[src/hdl/cpu_cfg.svh]
/*
 * serial cpu configuration
 * word, bus and address widths, register count and start address
 */
`ifndef CPU_CFG_SVH
`define CPU_CFG_SVH

// register and instruction width
`define CPU_WORD_W   16
// memory bus is one byte wide
`define CPU_BYTE_W   8
// word address, byte select is appended below it
`define CPU_PC_W     8
// general register count
`define CPU_GR_NUM   4
// first instruction word, i.e. byte 32
`define CPU_PC_START 16

`endif

[src/hdl/cpu_pkg.sv]
/*
 * serial cpu package
 * word types, opcode and state enums, instruction fields and opcode classes
 */
`include "cpu_cfg.svh"

package cpu_pkg;

    typedef logic [`CPU_WORD_W-1:0] word_t;
    typedef logic [`CPU_BYTE_W-1:0] byte_t;
    typedef logic [`CPU_PC_W-1:0]   pc_t;
    // word address plus byte select in bit 0
    typedef logic [`CPU_PC_W:0]     mem_addr_t;
    // only the low two bits pick a register
    typedef logic [2:0]             gr_idx_t;

    typedef enum logic [4:0] {
        NOP   = 5'd0,
        HALT  = 5'd1,
        LOAD  = 5'd2,
        STORE = 5'd3,
        LIOA  = 5'd4,
        LIOB  = 5'd5,
        LIOS  = 5'd6,
        SET   = 5'd7,
        ADD   = 5'd8,
        ADDI  = 5'd9,
        SUB   = 5'd12,
        SUBI  = 5'd13,
        CMP   = 5'd15,
        LDIH  = 5'd16,
        AND   = 5'd17,
        OR    = 5'd18,
        XOR   = 5'd19,
        JUMP  = 5'd24,
        BZ    = 5'd26,
        BNZ   = 5'd27,
        BC    = 5'd30,
        BNC   = 5'd31
    } opcode_e;

    typedef enum logic [2:0] {
        IDLE, IF_LO, IF_HI, ID, EX, MEM_LO, MEM_HI, WB
    } cpu_state_e;

    // operand b source
    typedef enum logic [2:0] {
        B_ZERO, B_R3, B_VAL3, B_IMM8, B_IMM8_HI
    } b_kind_e;

    // imm8 doubles as r2 [6:4], val3 [3:0], r3 [2:0]
    typedef struct packed {
        opcode_e op;
        gr_idx_t r1;
        byte_t   imm8;
    } instr_t;

    typedef struct packed {
        word_t reg_a;
        word_t reg_b;
        word_t smdr;
    } operands_t;

    typedef struct packed {
        logic zf;
        logic cf;
    } flags_t;

    // -------------------------------------------------------------------
    // opcode classes
    // -------------------------------------------------------------------

    function automatic logic writes_flags(opcode_e op);
        return op inside {ADD, SUB, CMP, AND, OR, XOR, ADDI, SUBI, LDIH};
    endfunction

    // result written in WB, load bytes go in separately
    function automatic logic writes_reg(opcode_e op);
        return op inside {ADD, SUB, AND, OR, XOR, ADDI, SUBI, LDIH, SET,
                          LIOA, LIOB, LIOS};
    endfunction

    function automatic logic a_from_r1(opcode_e op);
        return op inside {ADDI, SUBI, LDIH, BZ, BNZ, BC, BNC};
    endfunction

    function automatic logic a_from_r2(opcode_e op);
        return op inside {ADD, SUB, CMP, AND, OR, XOR, LOAD, STORE};
    endfunction

    function automatic b_kind_e b_kind(opcode_e op);
        b_kind_e k;
        case (op)
            ADD, SUB, CMP, AND, OR, XOR:          k = B_R3;
            LOAD, STORE:                          k = B_VAL3;
            ADDI, SUBI, SET, JUMP, BZ, BNZ, BC, BNC: k = B_IMM8;
            LDIH:                                 k = B_IMM8_HI;
            default:                              k = B_ZERO;
        endcase
        return k;
    endfunction

endpackage

[src/hdl/cpu_sequencer.sv]
/*
 * cpu sequencer: eight-state FSM, program counter and two-byte fetch
 */
`timescale 1ns/1ns
`include "cpu_cfg.svh"

module cpu_sequencer (
    input  logic                clk,
    input  logic                rst_n,
    input  logic                start,
    input  cpu_pkg::byte_t      i_datain,
    input  logic                branch_taken,
    input  cpu_pkg::pc_t        target,
    output cpu_pkg::cpu_state_e state,
    output cpu_pkg::instr_t     ir,
    output cpu_pkg::mem_addr_t  i_addr,
    output logic                is_i_addr,
    output logic                done
);

    cpu_pkg::cpu_state_e next_state;
    cpu_pkg::pc_t        pc;
    logic                instr_over;

    // last word of program space
    assign instr_over = (pc == '1);

    // -------------------------------------------------------------------
    // state machine
    // -------------------------------------------------------------------
    always_comb
    begin
        case (state)
            cpu_pkg::IDLE:   next_state = start ? cpu_pkg::IF_LO : cpu_pkg::IDLE;
            cpu_pkg::IF_LO:  next_state = cpu_pkg::IF_HI;
            cpu_pkg::IF_HI:  next_state = cpu_pkg::ID;
            cpu_pkg::ID:     next_state = cpu_pkg::EX;
            cpu_pkg::EX:     next_state = cpu_pkg::MEM_LO;
            cpu_pkg::MEM_LO: next_state = cpu_pkg::MEM_HI;
            cpu_pkg::MEM_HI: next_state = cpu_pkg::WB;
            cpu_pkg::WB:
                // stop on halt or at the end of program space
                if (ir.op == cpu_pkg::HALT || instr_over)
                    next_state = cpu_pkg::IDLE;
                else
                    next_state = cpu_pkg::IF_LO;
            default:         next_state = cpu_pkg::IDLE;
        endcase
    end

    always_ff @(posedge clk or negedge rst_n)
    begin
        if (!rst_n)
        begin
            state <= cpu_pkg::IDLE;
            done  <= 1'b0;
        end
        else
        begin
            state <= next_state;
            // one cycle pulse right after a halt retires
            done  <= (state == cpu_pkg::WB) && (ir.op == cpu_pkg::HALT);
        end
    end

    // -------------------------------------------------------------------
    // fetch, low byte at the even address first
    // -------------------------------------------------------------------
    assign is_i_addr = (state == cpu_pkg::IF_LO) || (state == cpu_pkg::IF_HI);
    assign i_addr    = {pc, state == cpu_pkg::IF_HI};

    always_ff @(posedge clk or negedge rst_n)
    begin
        if (!rst_n)
            ir <= '{op: cpu_pkg::NOP, r1: '0, imm8: '0};
        else if (state == cpu_pkg::IF_LO)
            ir <= cpu_pkg::instr_t'({ir[`CPU_WORD_W-1:`CPU_BYTE_W], i_datain});
        else if (state == cpu_pkg::IF_HI)
            ir <= cpu_pkg::instr_t'({i_datain, ir.imm8});
    end

    // pc moves once per instruction, at the end of WB
    always_ff @(posedge clk or negedge rst_n)
    begin
        if (!rst_n)
            pc <= cpu_pkg::pc_t'(`CPU_PC_START);
        else if (state == cpu_pkg::WB)
        begin
            if (branch_taken)
                pc <= target;
            else if (instr_over)
                pc <= cpu_pkg::pc_t'(`CPU_PC_START);
            else
                pc <= pc + 1'b1;
        end
    end

    // fetch window is IF_LO then IF_HI, never longer
    a_fetch_window: assert property (@(posedge clk) disable iff (!rst_n)
        $rose(is_i_addr) |-> state == cpu_pkg::IF_LO
            ##1 (is_i_addr && state == cpu_pkg::IF_HI) ##1 !is_i_addr);

    // done lands in IDLE and drops again
    a_done_pulse: assert property (@(posedge clk) disable iff (!rst_n)
        done |-> state == cpu_pkg::IDLE ##1 !done);

endmodule

[src/hdl/operand_fetch.sv]
/*
 * decode stage: latches operand a, operand b and store data in ID
 */
`timescale 1ns/1ns
`include "cpu_cfg.svh"

module operand_fetch (
    input  logic                clk,
    input  logic                rst_n,
    input  cpu_pkg::cpu_state_e state,
    input  cpu_pkg::instr_t     ir,
    input  cpu_pkg::word_t      rd_r1,
    input  cpu_pkg::word_t      rd_r2,
    input  cpu_pkg::word_t      rd_r3,
    output cpu_pkg::operands_t  ops
);

    cpu_pkg::word_t a_next;
    cpu_pkg::word_t b_next;

    // operand a, zero covers JUMP
    always_comb
    begin
        if (cpu_pkg::a_from_r1(ir.op))
            a_next = rd_r1;
        else if (cpu_pkg::a_from_r2(ir.op))
            a_next = rd_r2;
        else
            a_next = '0;
    end

    // operand b from register or immediate field
    always_comb
    begin
        case (cpu_pkg::b_kind(ir.op))
            cpu_pkg::B_R3:      b_next = rd_r3;
            cpu_pkg::B_VAL3:    b_next = {12'h000, ir.imm8[3:0]};
            cpu_pkg::B_IMM8:    b_next = {{`CPU_BYTE_W{1'b0}}, ir.imm8};
            cpu_pkg::B_IMM8_HI: b_next = {ir.imm8, {`CPU_BYTE_W{1'b0}}};
            default:            b_next = '0;
        endcase
    end

    always_ff @(posedge clk or negedge rst_n)
    begin
        if (!rst_n)
            ops <= '0;
        else if (state == cpu_pkg::ID)
        begin
            ops.reg_a <= a_next;
            ops.reg_b <= b_next;
            // store data always comes from r1
            if (ir.op == cpu_pkg::STORE)
                ops.smdr <= rd_r1;
        end
    end

endmodule

[src/hdl/exec_unit.sv]
/*
 * execute unit: ALU, result and flag registers, branch test, data port
 */
`timescale 1ns/1ns
`include "cpu_cfg.svh"

module exec_unit (
    input  logic                clk,
    input  logic                rst_n,
    input  cpu_pkg::cpu_state_e state,
    input  cpu_pkg::instr_t     ir,
    input  cpu_pkg::operands_t  ops,
    input  cpu_pkg::word_t      io_status,
    input  cpu_pkg::word_t      io_data_a,
    input  cpu_pkg::word_t      io_data_b,
    output cpu_pkg::word_t      reg_c,
    output logic                branch_taken,
    output cpu_pkg::pc_t        target,
    output cpu_pkg::mem_addr_t  d_addr,
    output logic                d_we,
    output cpu_pkg::byte_t      d_dataout
);

    cpu_pkg::word_t  alu_res;
    logic            alu_cf;
    cpu_pkg::flags_t flags;
    logic            mem_state;

    // -------------------------------------------------------------------
    // ALU, carry out is the borrow on subtracts
    // -------------------------------------------------------------------
    always_comb
    begin
        case (ir.op)
            cpu_pkg::AND:  {alu_cf, alu_res} = {1'b0, ops.reg_a & ops.reg_b};
            cpu_pkg::OR:   {alu_cf, alu_res} = {1'b0, ops.reg_a | ops.reg_b};
            cpu_pkg::XOR:  {alu_cf, alu_res} = {1'b0, ops.reg_a ^ ops.reg_b};
            cpu_pkg::SET:  {alu_cf, alu_res} = {1'b0, ops.reg_b};
            cpu_pkg::SUB, cpu_pkg::SUBI, cpu_pkg::CMP:
                {alu_cf, alu_res} = {1'b0, ops.reg_a} - {1'b0, ops.reg_b};
            // adds, ldih, memory address and branch target
            default:
                {alu_cf, alu_res} = {1'b0, ops.reg_a} + {1'b0, ops.reg_b};
        endcase
    end

    always_ff @(posedge clk or negedge rst_n)
    begin
        if (!rst_n)
        begin
            reg_c <= '0;
            flags <= '0;
        end
        else if (state == cpu_pkg::EX)
        begin
            case (ir.op)
                cpu_pkg::LIOA: reg_c <= io_data_a;
                cpu_pkg::LIOB: reg_c <= io_data_b;
                cpu_pkg::LIOS: reg_c <= io_status;
                default:       reg_c <= alu_res;
            endcase
            if (cpu_pkg::writes_flags(ir.op))
            begin
                flags.zf <= (alu_res == '0);
                flags.cf <= alu_cf;
            end
        end
    end

    // branch test on flags left by earlier instructions
    always_comb
    begin
        case (ir.op)
            cpu_pkg::JUMP: branch_taken = 1'b1;
            cpu_pkg::BZ:   branch_taken = flags.zf;
            cpu_pkg::BNZ:  branch_taken = !flags.zf;
            cpu_pkg::BC:   branch_taken = flags.cf;
            cpu_pkg::BNC:  branch_taken = !flags.cf;
            default:       branch_taken = 1'b0;
        endcase
    end

    assign target = reg_c[`CPU_PC_W-1:0];

    // -------------------------------------------------------------------
    // data memory, low byte in MEM_LO then high byte in MEM_HI
    // -------------------------------------------------------------------
    assign mem_state = (state == cpu_pkg::MEM_LO) || (state == cpu_pkg::MEM_HI);
    assign d_addr    = {reg_c[`CPU_PC_W-1:0], state == cpu_pkg::MEM_HI};
    assign d_we      = mem_state && (ir.op == cpu_pkg::STORE);
    assign d_dataout = (state == cpu_pkg::MEM_HI) ? ops.smdr[`CPU_WORD_W-1:`CPU_BYTE_W]
                                                  : ops.smdr[`CPU_BYTE_W-1:0];

    // a store writes exactly two bytes, low then high
    a_store_bytes: assert property (@(posedge clk) disable iff (!rst_n)
        $rose(d_we) |-> (state == cpu_pkg::MEM_LO && ir.op == cpu_pkg::STORE)
            ##1 (d_we && state == cpu_pkg::MEM_HI) ##1 !d_we);

endmodule

[src/hdl/reg_file.sv]
/*
 * general registers: three read ports, load-byte and result writeback
 */
`timescale 1ns/1ns
`include "cpu_cfg.svh"

module reg_file (
    input  logic                clk,
    input  logic                rst_n,
    input  cpu_pkg::cpu_state_e state,
    input  cpu_pkg::instr_t     ir,
    input  cpu_pkg::word_t      reg_c,
    input  cpu_pkg::byte_t      d_datain,
    output cpu_pkg::word_t      rd_r1,
    output cpu_pkg::word_t      rd_r2,
    output cpu_pkg::word_t      rd_r3,
    output cpu_pkg::word_t      io_control,
    output cpu_pkg::word_t      io_out_a,
    output cpu_pkg::word_t      io_out_b
);

    localparam int GI_W = $clog2(`CPU_GR_NUM);

    cpu_pkg::word_t  gr [`CPU_GR_NUM];
    logic [GI_W-1:0] wr_idx;
    logic            is_load;

    assign wr_idx  = ir.r1[GI_W-1:0];
    assign is_load = (ir.op == cpu_pkg::LOAD);

    // read ports r1, r2 (imm8 [6:4]) and r3 (imm8 [2:0])
    assign rd_r1 = gr[ir.r1[GI_W-1:0]];
    assign rd_r2 = gr[ir.imm8[GI_W+3:4]];
    assign rd_r3 = gr[ir.imm8[GI_W-1:0]];

    always_ff @(posedge clk or negedge rst_n)
    begin
        if (!rst_n)
        begin
            for (int i = 0; i < `CPU_GR_NUM; i++)
                gr[i] <= '0;
        end
        else if (state == cpu_pkg::MEM_LO && is_load)
            gr[wr_idx][`CPU_BYTE_W-1:0] <= d_datain;
        else if (state == cpu_pkg::MEM_HI && is_load)
            gr[wr_idx][`CPU_WORD_W-1:`CPU_BYTE_W] <= d_datain;
        else if (state == cpu_pkg::WB && cpu_pkg::writes_reg(ir.op))
            gr[wr_idx] <= reg_c;
    end

    // io views of registers 1 to 3
    assign io_control = gr[1];
    assign io_out_a   = gr[2];
    assign io_out_b   = gr[3];

endmodule

[src/hdl/serial_cpu.sv]
/*
 * serial cpu top, 16-bit word on an 8-bit memory bus
 */
`timescale 1ns/1ns

module serial_cpu (
    input  logic              clk,
    input  logic              rst_n,
    input  logic              start,
    input  cpu_pkg::byte_t    i_datain,
    input  cpu_pkg::byte_t    d_datain,
    input  cpu_pkg::word_t    io_status,
    input  cpu_pkg::word_t    io_data_a,
    input  cpu_pkg::word_t    io_data_b,
    output logic              is_i_addr,
    output logic              done,
    output logic              d_we,
    output cpu_pkg::mem_addr_t i_addr,
    output cpu_pkg::mem_addr_t d_addr,
    output cpu_pkg::byte_t    d_dataout,
    output cpu_pkg::word_t    io_control,
    output cpu_pkg::word_t    io_out_a,
    output cpu_pkg::word_t    io_out_b
);

    // shared control from the sequencer
    cpu_pkg::cpu_state_e state;
    cpu_pkg::instr_t     ir;

    // datapath between stages
    cpu_pkg::word_t      rd_r1;
    cpu_pkg::word_t      rd_r2;
    cpu_pkg::word_t      rd_r3;
    cpu_pkg::operands_t  ops;
    cpu_pkg::word_t      reg_c;
    logic                branch_taken;
    cpu_pkg::pc_t        target;

    cpu_sequencer u_cpu_sequencer (
        .clk          (clk),
        .rst_n        (rst_n),
        .start        (start),
        .i_datain     (i_datain),
        .branch_taken (branch_taken),
        .target       (target),
        .state        (state),
        .ir           (ir),
        .i_addr       (i_addr),
        .is_i_addr    (is_i_addr),
        .done         (done)
    );

    operand_fetch u_operand_fetch (
        .clk   (clk),
        .rst_n (rst_n),
        .state (state),
        .ir    (ir),
        .rd_r1 (rd_r1),
        .rd_r2 (rd_r2),
        .rd_r3 (rd_r3),
        .ops   (ops)
    );

    exec_unit u_exec_unit (
        .clk          (clk),
        .rst_n        (rst_n),
        .state        (state),
        .ir           (ir),
        .ops          (ops),
        .io_status    (io_status),
        .io_data_a    (io_data_a),
        .io_data_b    (io_data_b),
        .reg_c        (reg_c),
        .branch_taken (branch_taken),
        .target       (target),
        .d_addr       (d_addr),
        .d_we         (d_we),
        .d_dataout    (d_dataout)
    );

    reg_file u_reg_file (
        .clk        (clk),
        .rst_n      (rst_n),
        .state      (state),
        .ir         (ir),
        .reg_c      (reg_c),
        .d_datain   (d_datain),
        .rd_r1      (rd_r1),
        .rd_r2      (rd_r2),
        .rd_r3      (rd_r3),
        .io_control (io_control),
        .io_out_a   (io_out_a),
        .io_out_b   (io_out_b)
    );

endmodule

[config.mk]
export PLATFORM = sky130hd
export DESIGN_NAME = serial_cpu
export DESIGN_NICKNAME = d
export VERILOG_FILES = /design/src/hdl/cpu_pkg.sv /design/src/hdl/cpu_sequencer.sv /design/src/hdl/operand_fetch.sv /design/src/hdl/exec_unit.sv /design/src/hdl/reg_file.sv /design/src/hdl/serial_cpu.sv
export VERILOG_INCLUDE_DIRS = /design/src /design/src/hdl
export SDC_FILE = /design/constraint.sdc
export NUM_CORES = 1
export LEC_CHECK = 0
export ABC_AREA = 1
export BUFFER_PORTS_ARGS = -buffer_cell sky130_fd_sc_hd__buf_4
export CAP_MARGIN = 20
export CORE_MARGIN = 2
export CORE_UTILIZATION = 50
export CTS_BUF_LIST = sky130_fd_sc_hd__clkbuf_16
export DETAILED_ROUTE_END_ITERATION = 8
export PLACE_DENSITY_LB_ADDON = 0.25
export SYNTH_ARGS = -nofsm -noshare
export SYNTH_HDL_FRONTEND = slang
export SYNTH_SLANG_ARGS = --single-unit
[constraint.sdc]
create_clock -name clk -period 3 [get_ports clk]
set_input_delay 0.45 -clock clk [delete_from_list [all_inputs] [get_ports clk]]
set_output_delay 0.45 -clock clk [all_outputs]
set_load 0.1 [all_outputs]
==> impl_results.md, run 1 <==
- Crit share post-route: between 80% and 90%
- Worst reg2reg endpoint: u_exec_unit.flags[1]
- Max cap viols: 0
- Register-to-register setup slack: 420 ps
- I/O Buffers: between 100 and 150
- Setup crit end kind: flop
- Synth unique cells: 44
- Met2 WL post-DR: 19.9 mm
- Slowest-stage cell, CP: ha_1
- Synth Area in Compound Gates: 22.5%
- Initial Util: 51.0%
- Worst-Skew Late Latency: 440 ps
- Buf+Inv Stages, Crit Path: 2
- Met1 Wirelength: 18.4 mm
- Syn-to-layout area delta: 12.3%
- Worst r2r src: u_operand_fetch.ops[35]
- Clock-pin slew on the worst setup and hold paths: roughly 70 ps
- Hold crit path type: input port to async pin
- Worst-path cell chain: inv_1, ha_1, inv_1, a21oi_1, nand2_1, nand2_1, nand3_1, nand2_1, nor2_1, nor2_1, nand3_1, nor2_1, nand4_1, nand2_1
- Critical path peak fanout: 10
- Largest net degree at the start of global routing: 61
- Drt first pass iters: 5
- Clock Skew: 15.4 ps
- Syn Area/Cell: 6.75 um2
- CP startpoint kind: flop
- Worst Path Arrival: between 2000 and 3000 ps
- Setup violators final: 0
- Core area: 0.0243 mm2
- Total track usage: 34.3%
- CTS Buf Count: 17
- GP Congestion: between 1 and 1.5
- Dpl ws: approximately 520 ps
- H-tree Lvls: 4
- Clock buffer depth: 2
- Final Util: between 50% and 60%
- Chip width: 162 um
- Reg2Reg Depth: 14
- #FFs+latches synth: between 150 and 200
- Cell count along the critical path: 14
- YS warnings: 0
- CP Data Required Time: roughly 3400 ps
- Die Ht: 162 um
- Initial antenna violation count: 0
- Global-route wire length before repair: 68.8 mm
- Post-Syn Area: 0.0124 mm2
- Routed length on met3: 4.57 mm
- CP most frequent cell: nand2_1
- Critical Path Sink: u_exec_unit.flags[1]
- Register area share after synthesis: 31.7%
- Post-Syn Nets: approximately 2000
- Outcome: finished clean
- Post-CTS Hold Fix Bufs: 0
- Routed Antenna Nets: 0
- CP peak stage delay: between 500 and 600 ps
- Drt drc: 0
- Critical Path Start: u_operand_fetch.ops[35]
- Post-route design area: 0.0139 mm2
- Vias in the first global route: 11991
- Placement Rows: 57
- Simple-gate share of the synthesized area: 24.7%
- RSZ-0062 raised after global routing: false
- Final nets: 2005
- Final min period: 2580 ps
- Main combinational cell family by area after synthesis: simple AND/OR/NAND/NOR gates
- HPWL after DPL: 34.8 mm
- Remaining Overflow, GRT: 0
- Post-DP Area: between 0.01 and 0.015 mm2
- Synth Area in Adders: 5.66%
- WL per Instance: roughly 20 um
- Iter 0 DRT Violations: 1690
- Slew @ Worst Pin: 1130 ps
- Share of cells above drive strength 1: 12.9%
- Vias after detailed routing: 13064
- Routed vias/inst: 5.88
- Post-Synth XOR/XNOR Area: 0.353%
- PostCTS Resize Cnt: 0
- Final WL: approximately 45 mm
- Most used flip-flop cell after synthesis: dfrtp_1
- WS Path Type: flop to flop
- Final Hold Viols: 0
- Hold Slack: 11.9 ps
- Num Clock Sinks: 157
- Ant. Diodes: 0
- Mapped Cells: 1840
- Setup slack after layout: 418 ps
- Full die area: 0.0261 mm2
- Multiplexer share of the synthesized area: about 1.7%
- Slew Viols, Final: 0
- Setup bufs post-CTS: 0
- TritonCTS clock tree: done
- Async S/R FF share, synth: 100%
- Slew headroom: ~25%
- Top layer used by detailed routing: met4
- EDFF count, synth: 0
- IO Count: 144
- Root Driver: clkbuf_16
- Top delay family on crit path: simple AND/OR/NAND/NOR gates
- F_max: between 300 and 400 MHz
-- cells by family (layout without fill, tap and decap cells) --
family          Yosys count  count (layout)
simple gates            733             733
compound gates          491             491
buf+inv                 380             436
flops                   157             157
fa+ha+maj                55              55
mux                      19              19
xor+xnor                  5               5
-- placed cells by master (no fill, tap or decap), drive strengths merged, types with 2 or more instances in the layout --
master,n
a211oi,3
a31oi,2
or2,2
a22oi,33
o211ai,12
ha,53
clkbuf,17
o21ai,193
buf,167
mux2,19
nor2,169
o32ai,10
o2111ai,2
o22ai,57
and2,5
inv,241
fa,2
nand2,395
clkinvlp,3
nand4,13
o221ai,13
xor2,4
nor3,9
nand3,138
a21oi,153
clkinv,7
a221oi,9
o21bai,2
dfrtp,156
-- per-stage QoR --
stage,setup TNS (ps),instances
5_1_grt,0,2220
6_report,0,2220
4_1_cts,0,2220
2_1_floorplan,-5100,1840
3_5_place_dp,0,2188
3_3_place_gp,0,2188
-- synthesized netlist by cell type, drive strengths merged, types with 2 or more instances --
| library cell | number | share of area (%) |
|---|---|---|
| nand2 | 395 | 12 |
| inv | 232 | 7.0 |
| o21ai | 193 | 7.8 |
| nor2 | 169 | 5.3 |
| dfrtp | 156 | 31 |
| a21oi | 153 | 6.2 |
| nand3 | 138 | 5.8 |
| buf | 81 | 4.4 |
| clkbuf | 62 | 1.9 |
| o22ai | 57 | 2.9 |
| ha | 53 | 5.3 |
| a22oi | 33 | 2.0 |
| mux2 | 19 | 1.7 |
| nand4 | 13 | 0.66 |
| o221ai | 13 | 0.92 |
| o211ai | 12 | 0.73 |
| o32ai | 10 | 0.71 |
| a221oi | 9 | 0.63 |
| nor3 | 9 | 0.36 |
| and2 | 5 | 0.25 |
| clkinv | 5 | 0.15 |
| xor2 | 4 | 0.28 |
| a211oi | 3 | 0.18 |
| a31oi | 2 | 0.10 |
| fa | 2 | 0.32 |
| o2111ai | 2 | 0.14 |
| o21bai | 2 | 0.12 |
| or2 | 2 | 0.10 |
-- routing by layer --
| metal | up-vias | global-route usage (%) |
|---|---|---|
| li1 | 6178 | - |
| met1 | 6031 | 46.0 |
| met2 | 741 | 53.3 |
| met3 | 114 | 7.06 |
| met4 | 0 | 15.8 |
| met5 | - | 0 |
-- area by class of cell --
| class | count | area [um2] |
|---|---|---|
| fillers | 2376 | 10400 |
| multi-input cells | 1303 | 6830 |
| flip-flops and latches | 157 | 3930 |
| well taps | 324 | 405 |
| clock inverters | 15 | 169 |
| clock buffers | 17 | 425 |
| repair buffers | 167 | 1290 |
| inverters | 237 | 890 |
-- registers in the layout (all words and copies together), names as in the netlist, 2 cells and up --
| name | cells |
|---|---|
| u_cpu_sequencer.ir | 15 |
| u_operand_fetch.ops | 48 |
| u_reg_file.gr | 16 |
| u_reg_file.io_out_b | 16 |
| u_cpu_sequencer.pc | 8 |
| u_exec_unit.flags | 2 |
| u_reg_file.io_out_a | 16 |
| u_reg_file.io_control | 16 |
| u_cpu_sequencer.state | 3 |
| u_exec_unit.reg_c | 16 |
-- worst min path at each step --
stage / from / end / cells past startpoint
2_1_floorplan: rst_n / u_cpu_sequencer.done / 0
3_3_place_gp: u_cpu_sequencer.ir[3] / u_cpu_sequencer.ir[3] / 2
3_5_place_dp: u_cpu_sequencer.ir[3] / u_cpu_sequencer.ir[3] / 2
4_1_cts: rst_n / u_reg_file.io_control[4] / 1
5_1_grt: rst_n / u_reg_file.io_control[1] / 1
6_report: rst_n / u_reg_file.io_control[4] / 1
Power of run 1 is not shown: default switching activity piles up to over one toggle a cycle in this logic, so the estimate is an artifact.
==> run 2, diff against run 1 <==
--- a/config.mk
+++ b/config.mk
@@ -9,7 +9,6 @@
 export ABC_AREA = 1
 export BUFFER_PORTS_ARGS = -buffer_cell sky130_fd_sc_hd__buf_4
 export CAP_MARGIN = 20
-export CORE_MARGIN = 2
 export CORE_UTILIZATION = 50
 export CTS_BUF_LIST = sky130_fd_sc_hd__clkbuf_16
 export DETAILED_ROUTE_END_ITERATION = 8
==> impl_results.md, run 2 (synthesized netlist as in run 1, its figures left out) <==
- GP Congestion: 1.01 (-2.1%)
- Setup bufs post-CTS: 0 (unchanged)
- Ant. Diodes: 0 (unchanged)
- Drt drc: 0 (unchanged)
- Buf+Inv Stages, Crit Path: 2 (unchanged)
- F_max: 387 MHz (about the same)
- Post-route design area: 0.0140 mm2 (+0.47%)
- Chip width: 160 um (-1.2%)
- Vias in the first global route: 12135 (+1.2%)
- Most common cell after layout, fill and taps aside: nand2_1
- Global-route wire length before repair: 70.7 mm (+2.8%)
- Syn-to-layout area delta: 12.8%
- Most frequent cells in the layout: 390 x nand2_1, 221 x inv_1, 191 x o21ai_0
- Setup slack after layout: 416 ps (-2.16 ps)
- Placement Rows: 57 (unchanged)
- Full die area: 0.0255 mm2 (-2.5%)
- PostCTS Resize Cnt: 0 (unchanged)
- Final WL: 46.2 mm (+2.7%)
- Hold crit path type: input port to flop
- Cell count along the critical path: 14 (unchanged)
- Share of cells above drive strength 1: 13.2% (+0.31 points)
- Max FFs per register: 48 (unchanged)
- Critical path peak fanout: 10 (unchanged)
- Worst-path cell chain: inv_1, ha_1, inv_1, a21oi_1, nand2_1, nand2_1, nand3_1, nand2_1, nor2_1, nor2_1, nand3_1, nor2_1, nand4_1, nand2_1
- Outcome: finished clean
- Max cap viols: 0 (unchanged)
- Slew Viols, Final: 0 (unchanged)
- Remaining Overflow, GRT: 0 (unchanged)
- Dpl ws: 486 ps (-29.4 ps)
- Final Hold Viols: 0 (unchanged)
- I/O Buffers: 143 (unchanged)
- Die Ht: 160 um (-1.2%)
- CP most frequent cell: nand2_1
- Crit share post-route: 86.1% (about the same)
- H-tree Lvls: 4 (unchanged)
- WL per Instance: 20.7 um (+2.3%)
- Top delay family on crit path: simple AND/OR/NAND/NOR gates
- Clock-pin slew on the worst setup and hold paths: 70 ps (about the same)
- TritonCTS clock tree: done
- Setup crit end kind: flop
- Iter 0 DRT Violations: 1344 (-20%)
- Routed Antenna Nets: 0 (unchanged)
- Clock Skew: 18.0 ps (+2.60 ps)
- HPWL after DPL: 35.9 mm (+3.2%)
- Largest net degree at the start of global routing: 67 (+9.8%)
- Post-CTS Hold Fix Bufs: 1 (+1)
- Routed vias/inst: 5.87 (-0.18%)
- Largest reg by FF count: u_operand_fetch.ops
- Reg2Reg Depth: 14 (unchanged)
- Initial Util: 51.0% (unchanged)
- Total negative slack: 0 ps (unchanged)
- Slowest-stage cell, CP: ha_1
- Worst Hold Depth: 3
- Final min period: 2580 ps (+2.16 ps)
- Total track usage: 36.3% (+2.0 points)
- Clock buffer depth: 2 (unchanged)
- Final nets: 2013 (+0.40%)
- Fillers: 2398 (+0.93%)
- CTS Buf Count: 17 (unchanged)
- Initial antenna violation count: 0 (unchanged)
- Core area: 0.0243 mm2 (unchanged)
- CP peak stage delay: 510 ps (about the same)
- RSZ-0062 raised after global routing: false
- Slew headroom: 39.7% (+15 points)
- Worst-Skew Late Latency: 450 ps (about the same)
- Post-DP Area: 0.0134 mm2 (+0.15%)
- Drt first pass iters: 6 (+1)
- CP startpoint kind: flop
- Num Clock Sinks: 157 (unchanged)
- Slew @ Worst Pin: 904 ps (-224 ps)
- Setup violators final: 0 (unchanged)
- WS Path Type: flop to flop
- Vias after detailed routing: 13088 (+0.18%)
- CP Data Required Time: 3380 ps (about the same)
- IO Count: 144 (unchanged)
- Worst Path Arrival: 2960 ps (about the same)
- Root Driver: clkbuf_16
[run 2: changes by cell type in the layout (fill, tap and decap cells not counted), sizes merged]
cell,previous run,this run
dlygate4sd3,0,1
buf,167,174
clkinvlp,3,1
clkinv,7,12
inv,241,238
[run 2: worst paths after layout]
path                       slack, ps                       to                     from
max                              420     u_exec_unit.flags[1]  u_operand_fetch.ops[35]
min                              260    u_cpu_sequencer.ir[2]              i_datain[2]
max reg2reg                      420     u_exec_unit.flags[1]  u_operand_fetch.ops[35]
min reg2reg                      500    u_cpu_sequencer.ir[6]    u_cpu_sequencer.ir[6]
max in group asynchronous       1800  u_operand_fetch.ops[31]                    rst_n
min in group asynchronous        420   u_reg_file.io_out_b[4]                    rst_n
[run 2: cell type report]
cell class / instances / area [um2] / share of cell area (%)
Multi-Input combinational cell: 1303 / 6830 / 48.7
Tap cell: 324 / 405 / 2.89
Inverter: 237 / 890 / 6.35
Timing Repair Buffer: 175 / 1330 / 9.51
Clock buffer: 17 / 425 / 3.04
Sequential cell: 157 / 3930 / 28.1
Clock inverter: 15 / 196 / 1.40
[run 2: layer usage]
layer / global-route usage, % / up-vias / share of wire (%)
met5: 0 / - / 0
met1: 49.7 / 6140 / 43
met4: 16.8 / 0 / 4.5
li1: - / 6197 / -
met3: 6.56 / 111 / 8.2
met2: 55.7 / 640 / 44
[run 2: per-stage QoR]
step                cells  utilization (%)  hold WS, ps
global route         2228             57.6          281
CTS                  2227             57.6          252
global placement     2194             55.0          323
finish               2228             57.6          258
floorplan            1840                -          154
detailed placement   2194             55.0          323
[run 2: worst reg2reg max path, delay by kind of cell (launching register included)]
| kind | cells | cell delay [ps] |
|---|---|---|
| fa+ha+maj | 1 | 510 |
| simple gates | 10 | 1090 |
| flops | 1 | 390 |
| buf+inv | 2 | 290 |
| compound gates | 1 | 250 |
Power of run 2 is left out for the same reason.
